--- src/source/periph_defines.svh ---
`ifndef PERIPH_DEFINES_SVH
`define PERIPH_DEFINES_SVH

// peripheral bus widths
`define PERIPH_ADDR_W 24
`define PERIPH_DATA_W 32
`define PERIPH_SEL_W  4

// device numbers live in the top address byte
`define DEV_GPIO  8'd0
`define DEV_TIMER 8'd1

// gpio register indices
`define GPIO_REG_OUT 6'd0
`define GPIO_REG_OE  6'd1
`define GPIO_REG_IN  6'd2

// timer register indices
`define TMR_REG_CTRL   6'd0
`define TMR_REG_COUNT  6'd1
`define TMR_REG_CMP    6'd2
`define TMR_REG_STATUS 6'd3

`endif

--- src/source/periph_pkg.sv ---
`default_nettype none

`include "periph_defines.svh"

package periph_pkg;

	// field view of a peripheral address
	typedef struct packed {
		logic [7:0] dev_sel;
		logic [7:0] page;
		logic [5:0] reg_idx;
		logic [1:0] byte_ofs;
	} periph_addr_f_t;

	// the same address word, read either raw or as fields
	typedef union packed {
		logic [`PERIPH_ADDR_W-1:0] raw;
		periph_addr_f_t            fld;
	} periph_addr_u;

	// ****************************************
	// peripheral bus request and response
	// ****************************************

	typedef struct packed {
		logic                      we;
		logic                      oe;
		periph_addr_u              addr;
		logic [`PERIPH_SEL_W-1:0]  byte_sel;
		logic [`PERIPH_DATA_W-1:0] wdata;
	} periph_req_t;

	typedef struct packed {
		logic                      busy;
		logic                      err;
		logic [`PERIPH_DATA_W-1:0] rdata;
	} periph_rsp_t;

endpackage

`default_nettype wire

--- src/source/gpio_port.sv ---
`timescale 1ns/1ps
`default_nettype none

`include "periph_defines.svh"

module gpio_port (
	input  logic                    wb_clk_i,
	input  logic                    wb_rst_i,
	input  periph_pkg::periph_req_t req_i,
	output periph_pkg::periph_rsp_t rsp_o,
	input  logic [15:0]             gpio_in_i,
	output logic [15:0]             gpio_out_o,
	output logic [15:0]             gpio_oe_o
);

	logic [15:0] out_q;
	logic [15:0] oe_q;
	logic [15:0] in_meta_q;
	logic [15:0] in_sync_q;

	always_ff @(posedge wb_clk_i) begin
		if (wb_rst_i) begin
			out_q <= '0;
			oe_q <= '0;
		end else if (req_i.we) begin
			// the two low byte lanes are writable one at a time
			for (int i = 0; i < 2; i++) begin
				if (req_i.byte_sel[i] && req_i.addr.fld.reg_idx == `GPIO_REG_OUT) begin
					out_q[i*8 +: 8] <= req_i.wdata[i*8 +: 8];
				end
				if (req_i.byte_sel[i] && req_i.addr.fld.reg_idx == `GPIO_REG_OE) begin
					oe_q[i*8 +: 8] <= req_i.wdata[i*8 +: 8];
				end
			end
		end
	end

	// two flop synchronizer for the pad inputs
	always_ff @(posedge wb_clk_i) begin
		in_meta_q <= gpio_in_i;
		in_sync_q <= in_meta_q;
	end

	always_comb begin
		rsp_o.busy = 1'b0;
		rsp_o.err = 1'b0;
		rsp_o.rdata = '0;
		if (req_i.oe) begin
			case (req_i.addr.fld.reg_idx)
				`GPIO_REG_OUT: rsp_o.rdata = {16'h0, out_q};
				`GPIO_REG_OE:  rsp_o.rdata = {16'h0, oe_q};
				`GPIO_REG_IN:  rsp_o.rdata = {16'h0, in_sync_q};
				default:       rsp_o.rdata = '0;
			endcase
		end
	end

	assign gpio_out_o = out_q;
	assign gpio_oe_o = oe_q;

endmodule

`default_nettype wire

--- src/source/periph_bus_decoder.sv ---
`timescale 1ns/1ps
`default_nettype none

`include "periph_defines.svh"

module periph_bus_decoder (
	input  periph_pkg::periph_req_t periph_req_i,
	output periph_pkg::periph_rsp_t periph_rsp_o,
	output periph_pkg::periph_req_t gpio_req_o,
	input  periph_pkg::periph_rsp_t gpio_rsp_i,
	output periph_pkg::periph_req_t tmr_req_o,
	input  periph_pkg::periph_rsp_t tmr_rsp_i
);

	import periph_pkg::*;

	periph_addr_u dec_addr;
	logic         gpio_hit;
	logic         tmr_hit;

	assign dec_addr = periph_req_i.addr;
	assign gpio_hit = (dec_addr.fld.dev_sel == `DEV_GPIO);
	assign tmr_hit = (dec_addr.fld.dev_sel == `DEV_TIMER);

	// only the selected device sees its strobes
	always_comb begin
		gpio_req_o = periph_req_i;
		gpio_req_o.we = periph_req_i.we & gpio_hit;
		gpio_req_o.oe = periph_req_i.oe & gpio_hit;

		tmr_req_o = periph_req_i;
		tmr_req_o.we = periph_req_i.we & tmr_hit;
		tmr_req_o.oe = periph_req_i.oe & tmr_hit;
	end

	// ****************************************
	// response merge
	// ****************************************

	always_comb begin
		if (gpio_hit) begin
			periph_rsp_o = gpio_rsp_i;
		end else if (tmr_hit) begin
			periph_rsp_o = tmr_rsp_i;
		end else begin
			// nobody owns this address, so finish at once with an error
			periph_rsp_o.busy = 1'b0;
			periph_rsp_o.err = 1'b1;
			periph_rsp_o.rdata = '0;
		end
	end

endmodule

`default_nettype wire

--- src/source/periph_subsystem_top.sv ---
`timescale 1ns/1ps
`default_nettype none

`include "periph_defines.svh"

module periph_subsystem_top (
	input  logic                      wb_clk_i,
	input  logic                      wb_rst_i,
	input  logic                      wb_stb_i,
	input  logic                      wb_cyc_i,
	input  logic                      wb_we_i,
	input  logic [`PERIPH_SEL_W-1:0]  wb_sel_i,
	input  logic [`PERIPH_DATA_W-1:0] wb_data_i,
	input  logic [`PERIPH_ADDR_W-1:0] wb_adr_i,
	output logic                      wb_ack_o,
	output logic                      wb_stall_o,
	output logic                      wb_error_o,
	output logic [`PERIPH_DATA_W-1:0] wb_data_o,
	input  logic [15:0]               gpio_in_i,
	output logic [15:0]               gpio_out_o,
	output logic [15:0]               gpio_oe_o,
	output logic                      timer_irq_o
);

	import periph_pkg::*;

	periph_req_t bus_req;
	periph_rsp_t bus_rsp;
	periph_req_t gpio_req;
	periph_rsp_t gpio_rsp;
	periph_req_t tmr_req;
	periph_rsp_t tmr_rsp;

	wb_periph_bus_interface u_bridge (
		.wb_clk_i     (wb_clk_i),
		.wb_rst_i     (wb_rst_i),
		.wb_stb_i     (wb_stb_i),
		.wb_cyc_i     (wb_cyc_i),
		.wb_we_i      (wb_we_i),
		.wb_sel_i     (wb_sel_i),
		.wb_data_i    (wb_data_i),
		.wb_adr_i     (wb_adr_i),
		.wb_ack_o     (wb_ack_o),
		.wb_stall_o   (wb_stall_o),
		.wb_error_o   (wb_error_o),
		.wb_data_o    (wb_data_o),
		.periph_req_o (bus_req),
		.periph_rsp_i (bus_rsp)
	);

	periph_bus_decoder u_decoder (
		.periph_req_i (bus_req),
		.periph_rsp_o (bus_rsp),
		.gpio_req_o   (gpio_req),
		.gpio_rsp_i   (gpio_rsp),
		.tmr_req_o    (tmr_req),
		.tmr_rsp_i    (tmr_rsp)
	);

	gpio_port u_gpio (
		.wb_clk_i   (wb_clk_i),
		.wb_rst_i   (wb_rst_i),
		.req_i      (gpio_req),
		.rsp_o      (gpio_rsp),
		.gpio_in_i  (gpio_in_i),
		.gpio_out_o (gpio_out_o),
		.gpio_oe_o  (gpio_oe_o)
	);

	timer_block u_timer (
		.wb_clk_i    (wb_clk_i),
		.wb_rst_i    (wb_rst_i),
		.req_i       (tmr_req),
		.rsp_o       (tmr_rsp),
		.timer_irq_o (timer_irq_o)
	);

endmodule

`default_nettype wire

--- src/source/timer_block.sv ---
`timescale 1ns/1ps
`default_nettype none

`include "periph_defines.svh"

module timer_block (
	input  logic                    wb_clk_i,
	input  logic                    wb_rst_i,
	input  periph_pkg::periph_req_t req_i,
	output periph_pkg::periph_rsp_t rsp_o,
	output logic                    timer_irq_o
);

	logic                      en_q;
	logic                      match_q;
	logic                      seen_q;
	logic [`PERIPH_DATA_W-1:0] count_q;
	logic [`PERIPH_DATA_W-1:0] cmp_q;
	logic [`PERIPH_DATA_W-1:0] snap_q;
	logic                      active;
	logic                      wr_fire;
	logic [5:0]                reg_idx;

	assign active = req_i.oe | req_i.we;
	assign reg_idx = req_i.addr.fld.reg_idx;

	// the first cycle of an access is spent taking the count snapshot
	assign wr_fire = req_i.we & seen_q;

	always_ff @(posedge wb_clk_i) begin
		if (active && !seen_q) begin
			snap_q <= count_q;
		end
		if (wr_fire && reg_idx == `TMR_REG_CMP) begin
			cmp_q <= req_i.wdata;
		end
	end

	// ****************************************
	// counter, control and match flag
	// ****************************************

	always_ff @(posedge wb_clk_i) begin
		if (wb_rst_i) begin
			seen_q <= 1'b0;
			en_q <= 1'b0;
			match_q <= 1'b0;
			count_q <= '0;
		end else begin
			seen_q <= active;
			if (wr_fire && reg_idx == `TMR_REG_COUNT) begin
				count_q <= req_i.wdata;
			end else if (en_q) begin
				count_q <= count_q + 1'b1;
			end
			if (wr_fire && reg_idx == `TMR_REG_CTRL) begin
				en_q <= req_i.wdata[0];
			end
			// a new match wins over a clear in the same cycle
			if (en_q && count_q == cmp_q) begin
				match_q <= 1'b1;
			end else if (wr_fire && reg_idx == `TMR_REG_STATUS && req_i.wdata[0]) begin
				match_q <= 1'b0;
			end
		end
	end

	always_comb begin
		rsp_o.busy = active & ~seen_q;
		rsp_o.err = 1'b0;
		rsp_o.rdata = '0;
		if (req_i.oe) begin
			case (reg_idx)
				`TMR_REG_CTRL:   rsp_o.rdata = {31'h0, en_q};
				`TMR_REG_COUNT:  rsp_o.rdata = snap_q;
				`TMR_REG_CMP:    rsp_o.rdata = cmp_q;
				`TMR_REG_STATUS: rsp_o.rdata = {31'h0, match_q};
				default:         rsp_o.rdata = '0;
			endcase
		end
	end

	assign timer_irq_o = match_q;

endmodule

`default_nettype wire

--- src/source/wb_periph_bus_interface.sv ---
`timescale 1ns/1ps
`default_nettype none

`include "periph_defines.svh"

module wb_periph_bus_interface (
	input  logic                      wb_clk_i,
	input  logic                      wb_rst_i,
	input  logic                      wb_stb_i,
	input  logic                      wb_cyc_i,
	input  logic                      wb_we_i,
	input  logic [`PERIPH_SEL_W-1:0]  wb_sel_i,
	input  logic [`PERIPH_DATA_W-1:0] wb_data_i,
	input  logic [`PERIPH_ADDR_W-1:0] wb_adr_i,
	output logic                      wb_ack_o,
	output logic                      wb_stall_o,
	output logic                      wb_error_o,
	output logic [`PERIPH_DATA_W-1:0] wb_data_o,
	output periph_pkg::periph_req_t   periph_req_o,
	input  periph_pkg::periph_rsp_t   periph_rsp_i
);

	import periph_pkg::*;

	localparam logic [1:0] ST_IDLE   = 2'h0;
	localparam logic [1:0] ST_WRITE  = 2'h1;
	localparam logic [1:0] ST_READ   = 2'h2;
	localparam logic [1:0] ST_FINISH = 2'h3;

	logic [1:0]                state_q;
	logic                      stall_q;
	logic                      ack_q;
	logic                      err_q;
	logic [`PERIPH_DATA_W-1:0] rdata_q;
	logic                      accept;

	periph_addr_u              cur_addr_q;
	logic [`PERIPH_SEL_W-1:0]  cur_sel_q;
	logic [`PERIPH_DATA_W-1:0] cur_wdata_q;

	// strobes are only looked at while idle, so stall holds off the master
	assign accept = (state_q == ST_IDLE) && wb_cyc_i && wb_stb_i;

	always_ff @(posedge wb_clk_i) begin
		if (accept) begin
			cur_addr_q.raw <= wb_adr_i;
			cur_sel_q <= wb_sel_i;
			cur_wdata_q <= wb_data_i;
		end
	end

	// ****************************************
	// cycle state machine
	// ****************************************

	always_ff @(posedge wb_clk_i) begin
		if (wb_rst_i) begin
			state_q <= ST_IDLE;
			stall_q <= 1'b0;
			ack_q <= 1'b0;
			err_q <= 1'b0;
			rdata_q <= '0;
		end else begin
			case (state_q)
				ST_IDLE: begin
					if (accept) begin
						state_q <= wb_we_i ? ST_WRITE : ST_READ;
						stall_q <= 1'b1;
					end
				end
				ST_WRITE, ST_READ: begin
					// wait here for as long as the peripheral reports busy
					if (!periph_rsp_i.busy) begin
						state_q <= ST_FINISH;
						ack_q <= !periph_rsp_i.err;
						err_q <= periph_rsp_i.err;
						if (state_q == ST_READ) begin
							rdata_q <= periph_rsp_i.rdata;
						end
					end
				end
				default: begin
					state_q <= ST_IDLE;
					stall_q <= 1'b0;
					ack_q <= 1'b0;
					err_q <= 1'b0;
					rdata_q <= '0;
				end
			endcase
		end
	end

	assign wb_ack_o = ack_q;
	assign wb_error_o = err_q;
	assign wb_stall_o = stall_q;
	assign wb_data_o = rdata_q;

	always_comb begin
		periph_req_o.we = (state_q == ST_WRITE);
		periph_req_o.oe = (state_q == ST_READ);
		periph_req_o.addr = (state_q != ST_IDLE) ? cur_addr_q : '0;
		periph_req_o.byte_sel = (state_q != ST_IDLE) ? cur_sel_q : '0;
		periph_req_o.wdata = (state_q == ST_WRITE) ? cur_wdata_q : '0;
	end

endmodule

`default_nettype wire

--- config.mk ---
export PLATFORM = sky130hd
export DESIGN_NAME = periph_subsystem_top
export DESIGN_NICKNAME = d
export VERILOG_FILES = /design/src/source/periph_pkg.sv /design/src/source/gpio_port.sv /design/src/source/periph_bus_decoder.sv /design/src/source/periph_subsystem_top.sv /design/src/source/timer_block.sv /design/src/source/wb_periph_bus_interface.sv
export VERILOG_INCLUDE_DIRS = /design/src /design/src/source
export SDC_FILE = /design/constraint.sdc
export NUM_CORES = 1
export LEC_CHECK = 0
export BUFFER_PORTS_ARGS = -buffer_cell sky130_fd_sc_hd__buf_2
export CORE_ASPECT_RATIO = 1.2
export CORE_MARGIN = 2
export CORE_UTILIZATION = 30
export DETAILED_ROUTE_END_ITERATION = 6
export PLACE_DENSITY_LB_ADDON = 0.15
export SYNTH_ARGS = -nofsm -noshare
export SYNTH_HDL_FRONTEND = slang
export SYNTH_SLANG_ARGS = --single-unit
export TNS_END_PERCENT = 1
--- constraint.sdc ---
create_clock -name wb_clk_i -period 6 [get_ports wb_clk_i]
set_clock_uncertainty 0.15 [all_clocks]
set_input_delay 0.6 -clock wb_clk_i [delete_from_list [all_inputs] [get_ports wb_clk_i]]
set_output_delay 0.6 -clock wb_clk_i [all_outputs]
set_load 0.005 [all_outputs]
=== Word-level counts from Yosys, hierarchy flattened ===
Index checks and enable logic that the tools add are counted.

* $add $sub $neg: 1
* Equality and inequality tests: 10
* Mux-type cells: 26
* Bitwise operators: 10
* Reductions and logical operators: 30

{| class="wikitable"
|+ Operators by type and width
! operator !! number
|-
| 32-bit 2-to-1 mux || 7
|-
| 32-bit case mux with 4 select lines || 1
|-
| 34-bit 2-to-1 mux || 2
|-
| 32-bit case mux with 2 select lines || 1
|-
| 16-bit case mux with 3 select lines || 1
|-
| 32-bit by 1-bit adder with 32-bit output (second input constant) || 1
|-
| 32-bit equality test || 1
|-
| 24-bit 2-to-1 mux || 1
|-
| 2-bit AND reduction || 7
|-
| 1-bit logical AND || 13
|-
| 6-bit by 2-bit equality test with 1-bit output (second input constant) || 2
|-
| 8-bit by 1-bit equality test with 1-bit output (second input constant) || 1
|-
| 8-bit logical NOT || 1
|-
| 2-bit 2-to-1 mux || 4
|-
| 1-bit AND || 6
|-
| 6-bit by 1-bit equality test with 1-bit output (second input constant) || 1
|-
| 6-bit logical NOT || 1
|-
| 1-bit case mux with 2 select lines || 3
|-
| 2-bit nonzero test || 3
|-
| 1-bit 2-to-1 mux || 5
|-
| 2-bit by 1-bit != test with 1-bit output (second input constant) || 2
|-
| 2-bit case mux with 2 select lines || 1
|-
| 1-bit NOT || 3
|-
| 3-bit AND reduction || 1
|-
| 7 further kinds || 8
|}

* Bits in registers: 258
* Input bits: 81
* Output and inout bits: 68
* Word-level logic and storage cells: 97

=== Depth between registers and ports, before layout ===
* Word-level depth: 11
* Mapped depth: 9
* Mapped depth without buffers: 7

=== Cells and area by module ===
Synthesis repeated with hierarchy kept, for this count alone.

* Cell total of the unflattened synthesis: 1,236
* Area total of the unflattened synthesis: 12,934.9 sq um

{| class="wikitable"
|+ Modules (own cells, without submodules)
! module !! times used !! cells an instance !! area an instance (sq um) !! sequential area each (sq um)
|-
| timer_block || 1 || 450 || 4,870.9 || 2,622.5
|-
| wb_periph_bus_interface || 1 || 305 || 3,729.8 || 2,542.4
|-
| gpio_port || 1 || 271 || 2,605.0 || 1,281.2
|-
| periph_bus_decoder || 1 || 210 || 1,729.2 || 0.0
|}

=== Least setup slack after synthesis ===
OpenSTA, ideal clock, no wires.

* Kind: register to register
* Start: reg u_bridge.cur_addr_q[2] (netlist name)
* End: reg u_timer.cmp_q[0], enable pin
* Setup time: 0.502 ns
* Arrival: 4.499 ns
* Data required time: 5.348 ns
* Setup slack: 0.849 ns
* Cell stages (with the launch flop): 6
* Buffers on the path: 2
* Clock period less this slack: 5.151 ns
* Cells stage by stage: edfxtp_1 -> nor2b_1 -> clkbuf_1 -> buf_1 -> inv_1 -> nor4_1

* Longest elaborated chain between the ends: 3

{| class="wikitable"
|+ RTL lines
! element !! line !! text
|-
| start: declaration || wb_periph_bus_interface.sv:37 || <nowiki>periph_addr_u cur_addr_q;</nowiki>
|-
| 24-bit 2-to-1 mux || wb_periph_bus_interface.sv:101 || <nowiki>periph_req_o.addr = (state_q != ST_IDLE) ? cur_addr_q : '0;</nowiki>
|-
| 6-bit by 2-bit equality test with 1-bit output (no line) || - ||
|-
| 1-bit logical AND (no line) || - ||
|-
| end signal: assignment || timer_block.sv:35 || <nowiki>cmp_q <= req_i.wdata;</nowiki>
|-
| end: declaration || timer_block.sv:18 || <nowiki>logic [`PERIPH_DATA_W-1:0] cmp_q;</nowiki>
|}

Every way passes these cells.
A chain may end at the register's enable or synchronous reset.

=== Worst setup path after layout ===
* Start: reg u_bridge.state_q[0]
* End: reg u_bridge.rdata_q[22] (netlist: u_bridge.wb_data_o[22])

* Longest elaborated chain between the ends: 10
* Elaborated cells on any way between the ends: 27
* Those cells by class: eq/ne: 8; mux: 8; bitwise: 5; reduce/logical: 6

{| class="wikitable"
|+ RTL lines
! element !! line !! text
|-
| start: declaration || wb_periph_bus_interface.sv:30 || <nowiki>logic [1:0] state_q;</nowiki>
|-
| start signal: assignment || wb_periph_bus_interface.sv:67 || <nowiki>state_q <= wb_we_i ? ST_WRITE : ST_READ;</nowiki>
|-
| 2-bit nonzero test || wb_periph_bus_interface.sv:101 ||
|-
| 24-bit 2-to-1 mux || wb_periph_bus_interface.sv:101 ||
|-
| 6-bit by 2-bit equality test with 1-bit output, or another cell as far along || timer_block.sv:73 || <nowiki>case (reg_idx)</nowiki>
|-
| 32-bit case mux with 4 select lines, or another cell as far along || timer_block.sv:73 ||
|-
| 32-bit 2-to-1 mux or 1-bit bitwise OR (tied branches) || timer_block.sv:72, timer_block.sv:24 ||
|-
| 34-bit 2-to-1 mux or 1-bit AND (tied branches) || periph_bus_decoder.sv:43, timer_block.sv:69 ||
|-
| 34-bit 2-to-1 mux, on equally long branches || periph_bus_decoder.sv:41, periph_bus_decoder.sv:43 ||
|-
| 32-bit 2-to-1 mux or 34-bit 2-to-1 mux (tied branches) || wb_periph_bus_interface.sv:77, periph_bus_decoder.sv:41 ||
|-
| 32-bit 2-to-1 mux or 2-bit != test (tied branches) || - ||
|-
| 32-bit case mux with 2 select lines or 3-bit AND reduction (tied branches) || - ||
|-
| end signal: assignment || wb_periph_bus_interface.sv:78 || <nowiki>rdata_q <= periph_rsp_i.rdata;</nowiki>
|-
| end: declaration || wb_periph_bus_interface.sv:34 || <nowiki>logic [`PERIPH_DATA_W-1:0] rdata_q;</nowiki>
|}

Several ways; a longest one is shown, not always the timed one. The select of a mux whose other input is x is not followed.

==> flow_summary.toml <==
[status]
status = "finished, final reports clean"

[floorplan]
fp-row-count = 73
start_util = 0.3045
die_h_um = 204.7
die_w_um = 171.2
die-area_mm2 = 0.03505
io_pins = 149
core-area_mm2 = 0.03306

[worst_setup_path]
rr_startpoint = "u_bridge.state_q[0]"
critical_path.top_delay_family = "simple AND/OR/NAND/NOR gates"
cp.required_ns = 6.30
slowest_delay_ns = 1.11
crit_type = "reg -> reg"
crit_top_cell = "nor2_1"
cp_cell_sequence = "inv_1 > ha_1 > nor2_1 > nand4_1 > nor3_2 > a22oi_1 > nor2_1"
crit_buf_inv = 1
cp-end-kind = "register"
cp_slowest_cell = "nor3_2"
cp.arrival_ns = 3.81
path_max_fanout = 17
cp-start-kind = "register"
startpoint = "u_bridge.state_q[0]"

[power_and_ir_drop]
p_int_w = 0.003035
irDropWorstVdd_v = 0.0002290
swShare = 0.2628
comb_power_share = 0.132
p_seq_frac = 0.467
leakage_nw = 4.268
p_switching_w = 0.001082
power_frac_clock = 0.401
power_density_mw_per_mm2 = 337.4

[clock_network]
ctsResizeCount = 0
root_buffer = "clkbuf_16"
cts_buffers = 27
cts-htree-levels = 1
cts_tree = "built"
insertion_delay_ns = 0.53
clock-sinks = 248
path_clk_slew_ns = 0.06
clk_path_buf_depth = 3

[global_route]
track_usage = 0.1614
grt_pass1_vias = 7438
grt_max_degree = 51
grt-ovfl-total = 0
grt_first_pass_wirelength_mm = 43.57
antenna_found_initial = 0

[job]
maxCapViolCount = 0

[yosys]
synth_nets = 979
avgSynthCellArea_um2 = 11.27
yosysTopAreaCell = "edfxtp_1"
synthTopCellsByArea = "edfxtp_1 33%, dfxtp_1 27%, a21oi_1 3.6%"
ys_seq_area_frac = 0.6044
ys_ff_latch = 248
synth_edf_count = 112
ys_types = 52
yosysTopAreaCellShare = 0.3340
ys_async_sr_fraction = 0
synth_common_cells = "136 x dfxtp_1, 112 x edfxtp_1, 81 x nand2_1"
netlist_area_mm2 = 0.01007
synth.most_common_cell = "dfxtp_1"
synthFlopType = "dfxtp_1"
ys_warn_count = 0
synthCells = 893

[route]
vias_per_cell = 4.848
drc = 0
drt_first_pass_iters = 5
ant_nets = 0
vias = 7218
drt_iter0_drc = 379
wl_mm = 28.11
wire_per_inst_um = 18.88

[sta]
fin_crit_ns = 3.510
rsz0062_at_grt = "false"
hold-worst-slack_ns = 0.03087
setup_violations = 0
slew_violations = 0
hold_viol = 0
max_freq_mhz = 284.9
worst_pin_slew_ns = 1.103
fin_tns_setup_ns = 0
layout_setup_ws_ns = 2.490
max-slew-margin-rel = 0.2626
period_share = 0.5850

[hold_path]
hold_path_startpoint = "gpio_in_i[0]"
hold_path_class = "in -> reg"

[placed_design]
place_congestion = 0.7525
dpl_cell_area_mm2 = 0.01119
portBuffers = 136
pre_cts_slack_ns = 2.410
place_hpwl_mm = 18.86

[layout]
nNetsFinal = 1105
antennaDiodeCount = 0
area_growth_pct = 21.18
layout-drive-gt1-share = 0.2300
final_cell_area_mm2 = 0.01220
==> power by group through the flow <==
| stage | combinational [W] | sequential [W] | clock [W] |
|---|---|---|---|
| after global routing | 0.000603 | 0.00193 | 0.00177 |
| after detailed placement | 0.000548 | 0.00196 | 0 |
| after floorplan | 0.000325 | 0.00195 | 0 |
| final | 0.000542 | 0.00192 | 0.00165 |
| after global placement | 0.000544 | 0.00196 | 0 |
| after CTS | 0.000556 | 0.00192 | 0.00171 |
==> placed cells by master, fill, tap and decap left out, types with 6 or more instances in the layout <==
cell type and instances:
a211oi_2 25, a21oi_1 72, a22o_1 16, a22oi_1 48
and2_1 33, buf_2 135, buf_4 13, clkbuf_16 29
clkbuf_8 9, clkinv_2 6, dfxtp_1 136, dlygate4sd3_1 11
edfxtp_1 112, inv_1 9, nand2_1 81, nand3_1 21
nand4_1 18, nor2_1 52, nor3_1 36, nor4_1 12
o21ai_0 23, o2bb2ai_1 15, xnor2_1 35, xor2_1 23
==> registers in the layout, summed over array words and instances, names as in the netlist <==
signal / count
u_gpio.gpio_oe_o: 16
u_timer.count_q: 32
u_bridge.cur_addr_q: 14
u_gpio.gpio_out_o: 16
u_bridge.wb_error_o: 1
u_gpio.in_sync_q: 16
u_timer.seen_q: 1
u_bridge.cur_sel_q: 2
u_bridge.state_q: 2
u_timer.cmp_q: 32
u_bridge.cur_wdata_q: 32
u_bridge.wb_data_o: 32
u_timer.timer_irq_o: 1
u_bridge.wb_stall_o: 1
u_timer.en_q: 1
u_gpio.in_meta_q: 16
u_bridge.wb_ack_o: 1
u_timer.snap_q: 32
==> cell families after synthesis <==
group / count (synthesis) / share of synthesized area
multiplexers: 5 / 0.005095
flip-flops: 248 / 0.6044
XOR/XNOR: 58 / 0.05045
buffers and inverters: 71 / 0.02970
adder cells (fa/ha/maj): 5 / 0.006213
AND/OR/NAND/NOR: 293 / 0.1511
AO/OA/AOI/OAI: 213 / 0.1530
==> per-stage QoR <==
stage / util / power, W / cells
after floorplan: - / 0.002273 / 893
after detailed placement: 0.3384 / 0.002505 / 1429
after global placement: 0.3384 / 0.002503 / 1429
after CTS: 0.3690 / 0.004185 / 1489
after global routing: 0.3690 / 0.004305 / 1489
final: 0.3690 / 0.004117 / 1489
==> what timing repair did <==
item	CTS	global route
endpoints found under the hold margin	11	0
buffers inserted	0	0
setup endpoints to repair	0	0
hold buffers	11	0
==> final cells by class <==
| cell class | instances | area, um2 |
|---|---|---|
| clock buffer | 42 | 864.6 |
| fill | 3397 | 20860 |
| tap | 450 | 563.0 |
| timing repair buffer | 159 | 883.3 |
| multi-input combinational | 574 | 3732 |
| inverter | 9 | 33.78 |
| clock inverter | 7 | 37.54 |
| sequential | 248 | 6086 |
==> layer usage <==
metal	wire length [um]	global-route usage	vias to the layer above	share of wire
met5	0	0	-	0
met4	501	0.03935	0	0.018
met3	1351	0.02357	39	0.048
met2	14090	0.2866	181	0.50
met1	12160	0.2051	3468	0.43
li1	-	-	3530	-
==> final timing paths <==
kind,to,slack [ns],cells after the start
setup / recovery,u_bridge.wb_data_o[22],2.49,7
hold reg to reg,u_gpio.in_sync_q[12],0.17,0
hold / removal,u_gpio.in_meta_q[0],0.03,1
setup reg to reg,u_bridge.wb_data_o[22],2.49,7
==> worst register-to-register path, delay by kind of cell, from the launching register on <==
kind / cells / cell delay, ns
AO/OA/AOI/OAI: 1 / 0.15
adder cells (fa/ha/maj): 1 / 0.38
buffers and inverters: 1 / 0.08
flip-flops: 1 / 0.38
AND/OR/NAND/NOR: 4 / 2.28
Note: power is estimated with default switching activity, not from simulation.
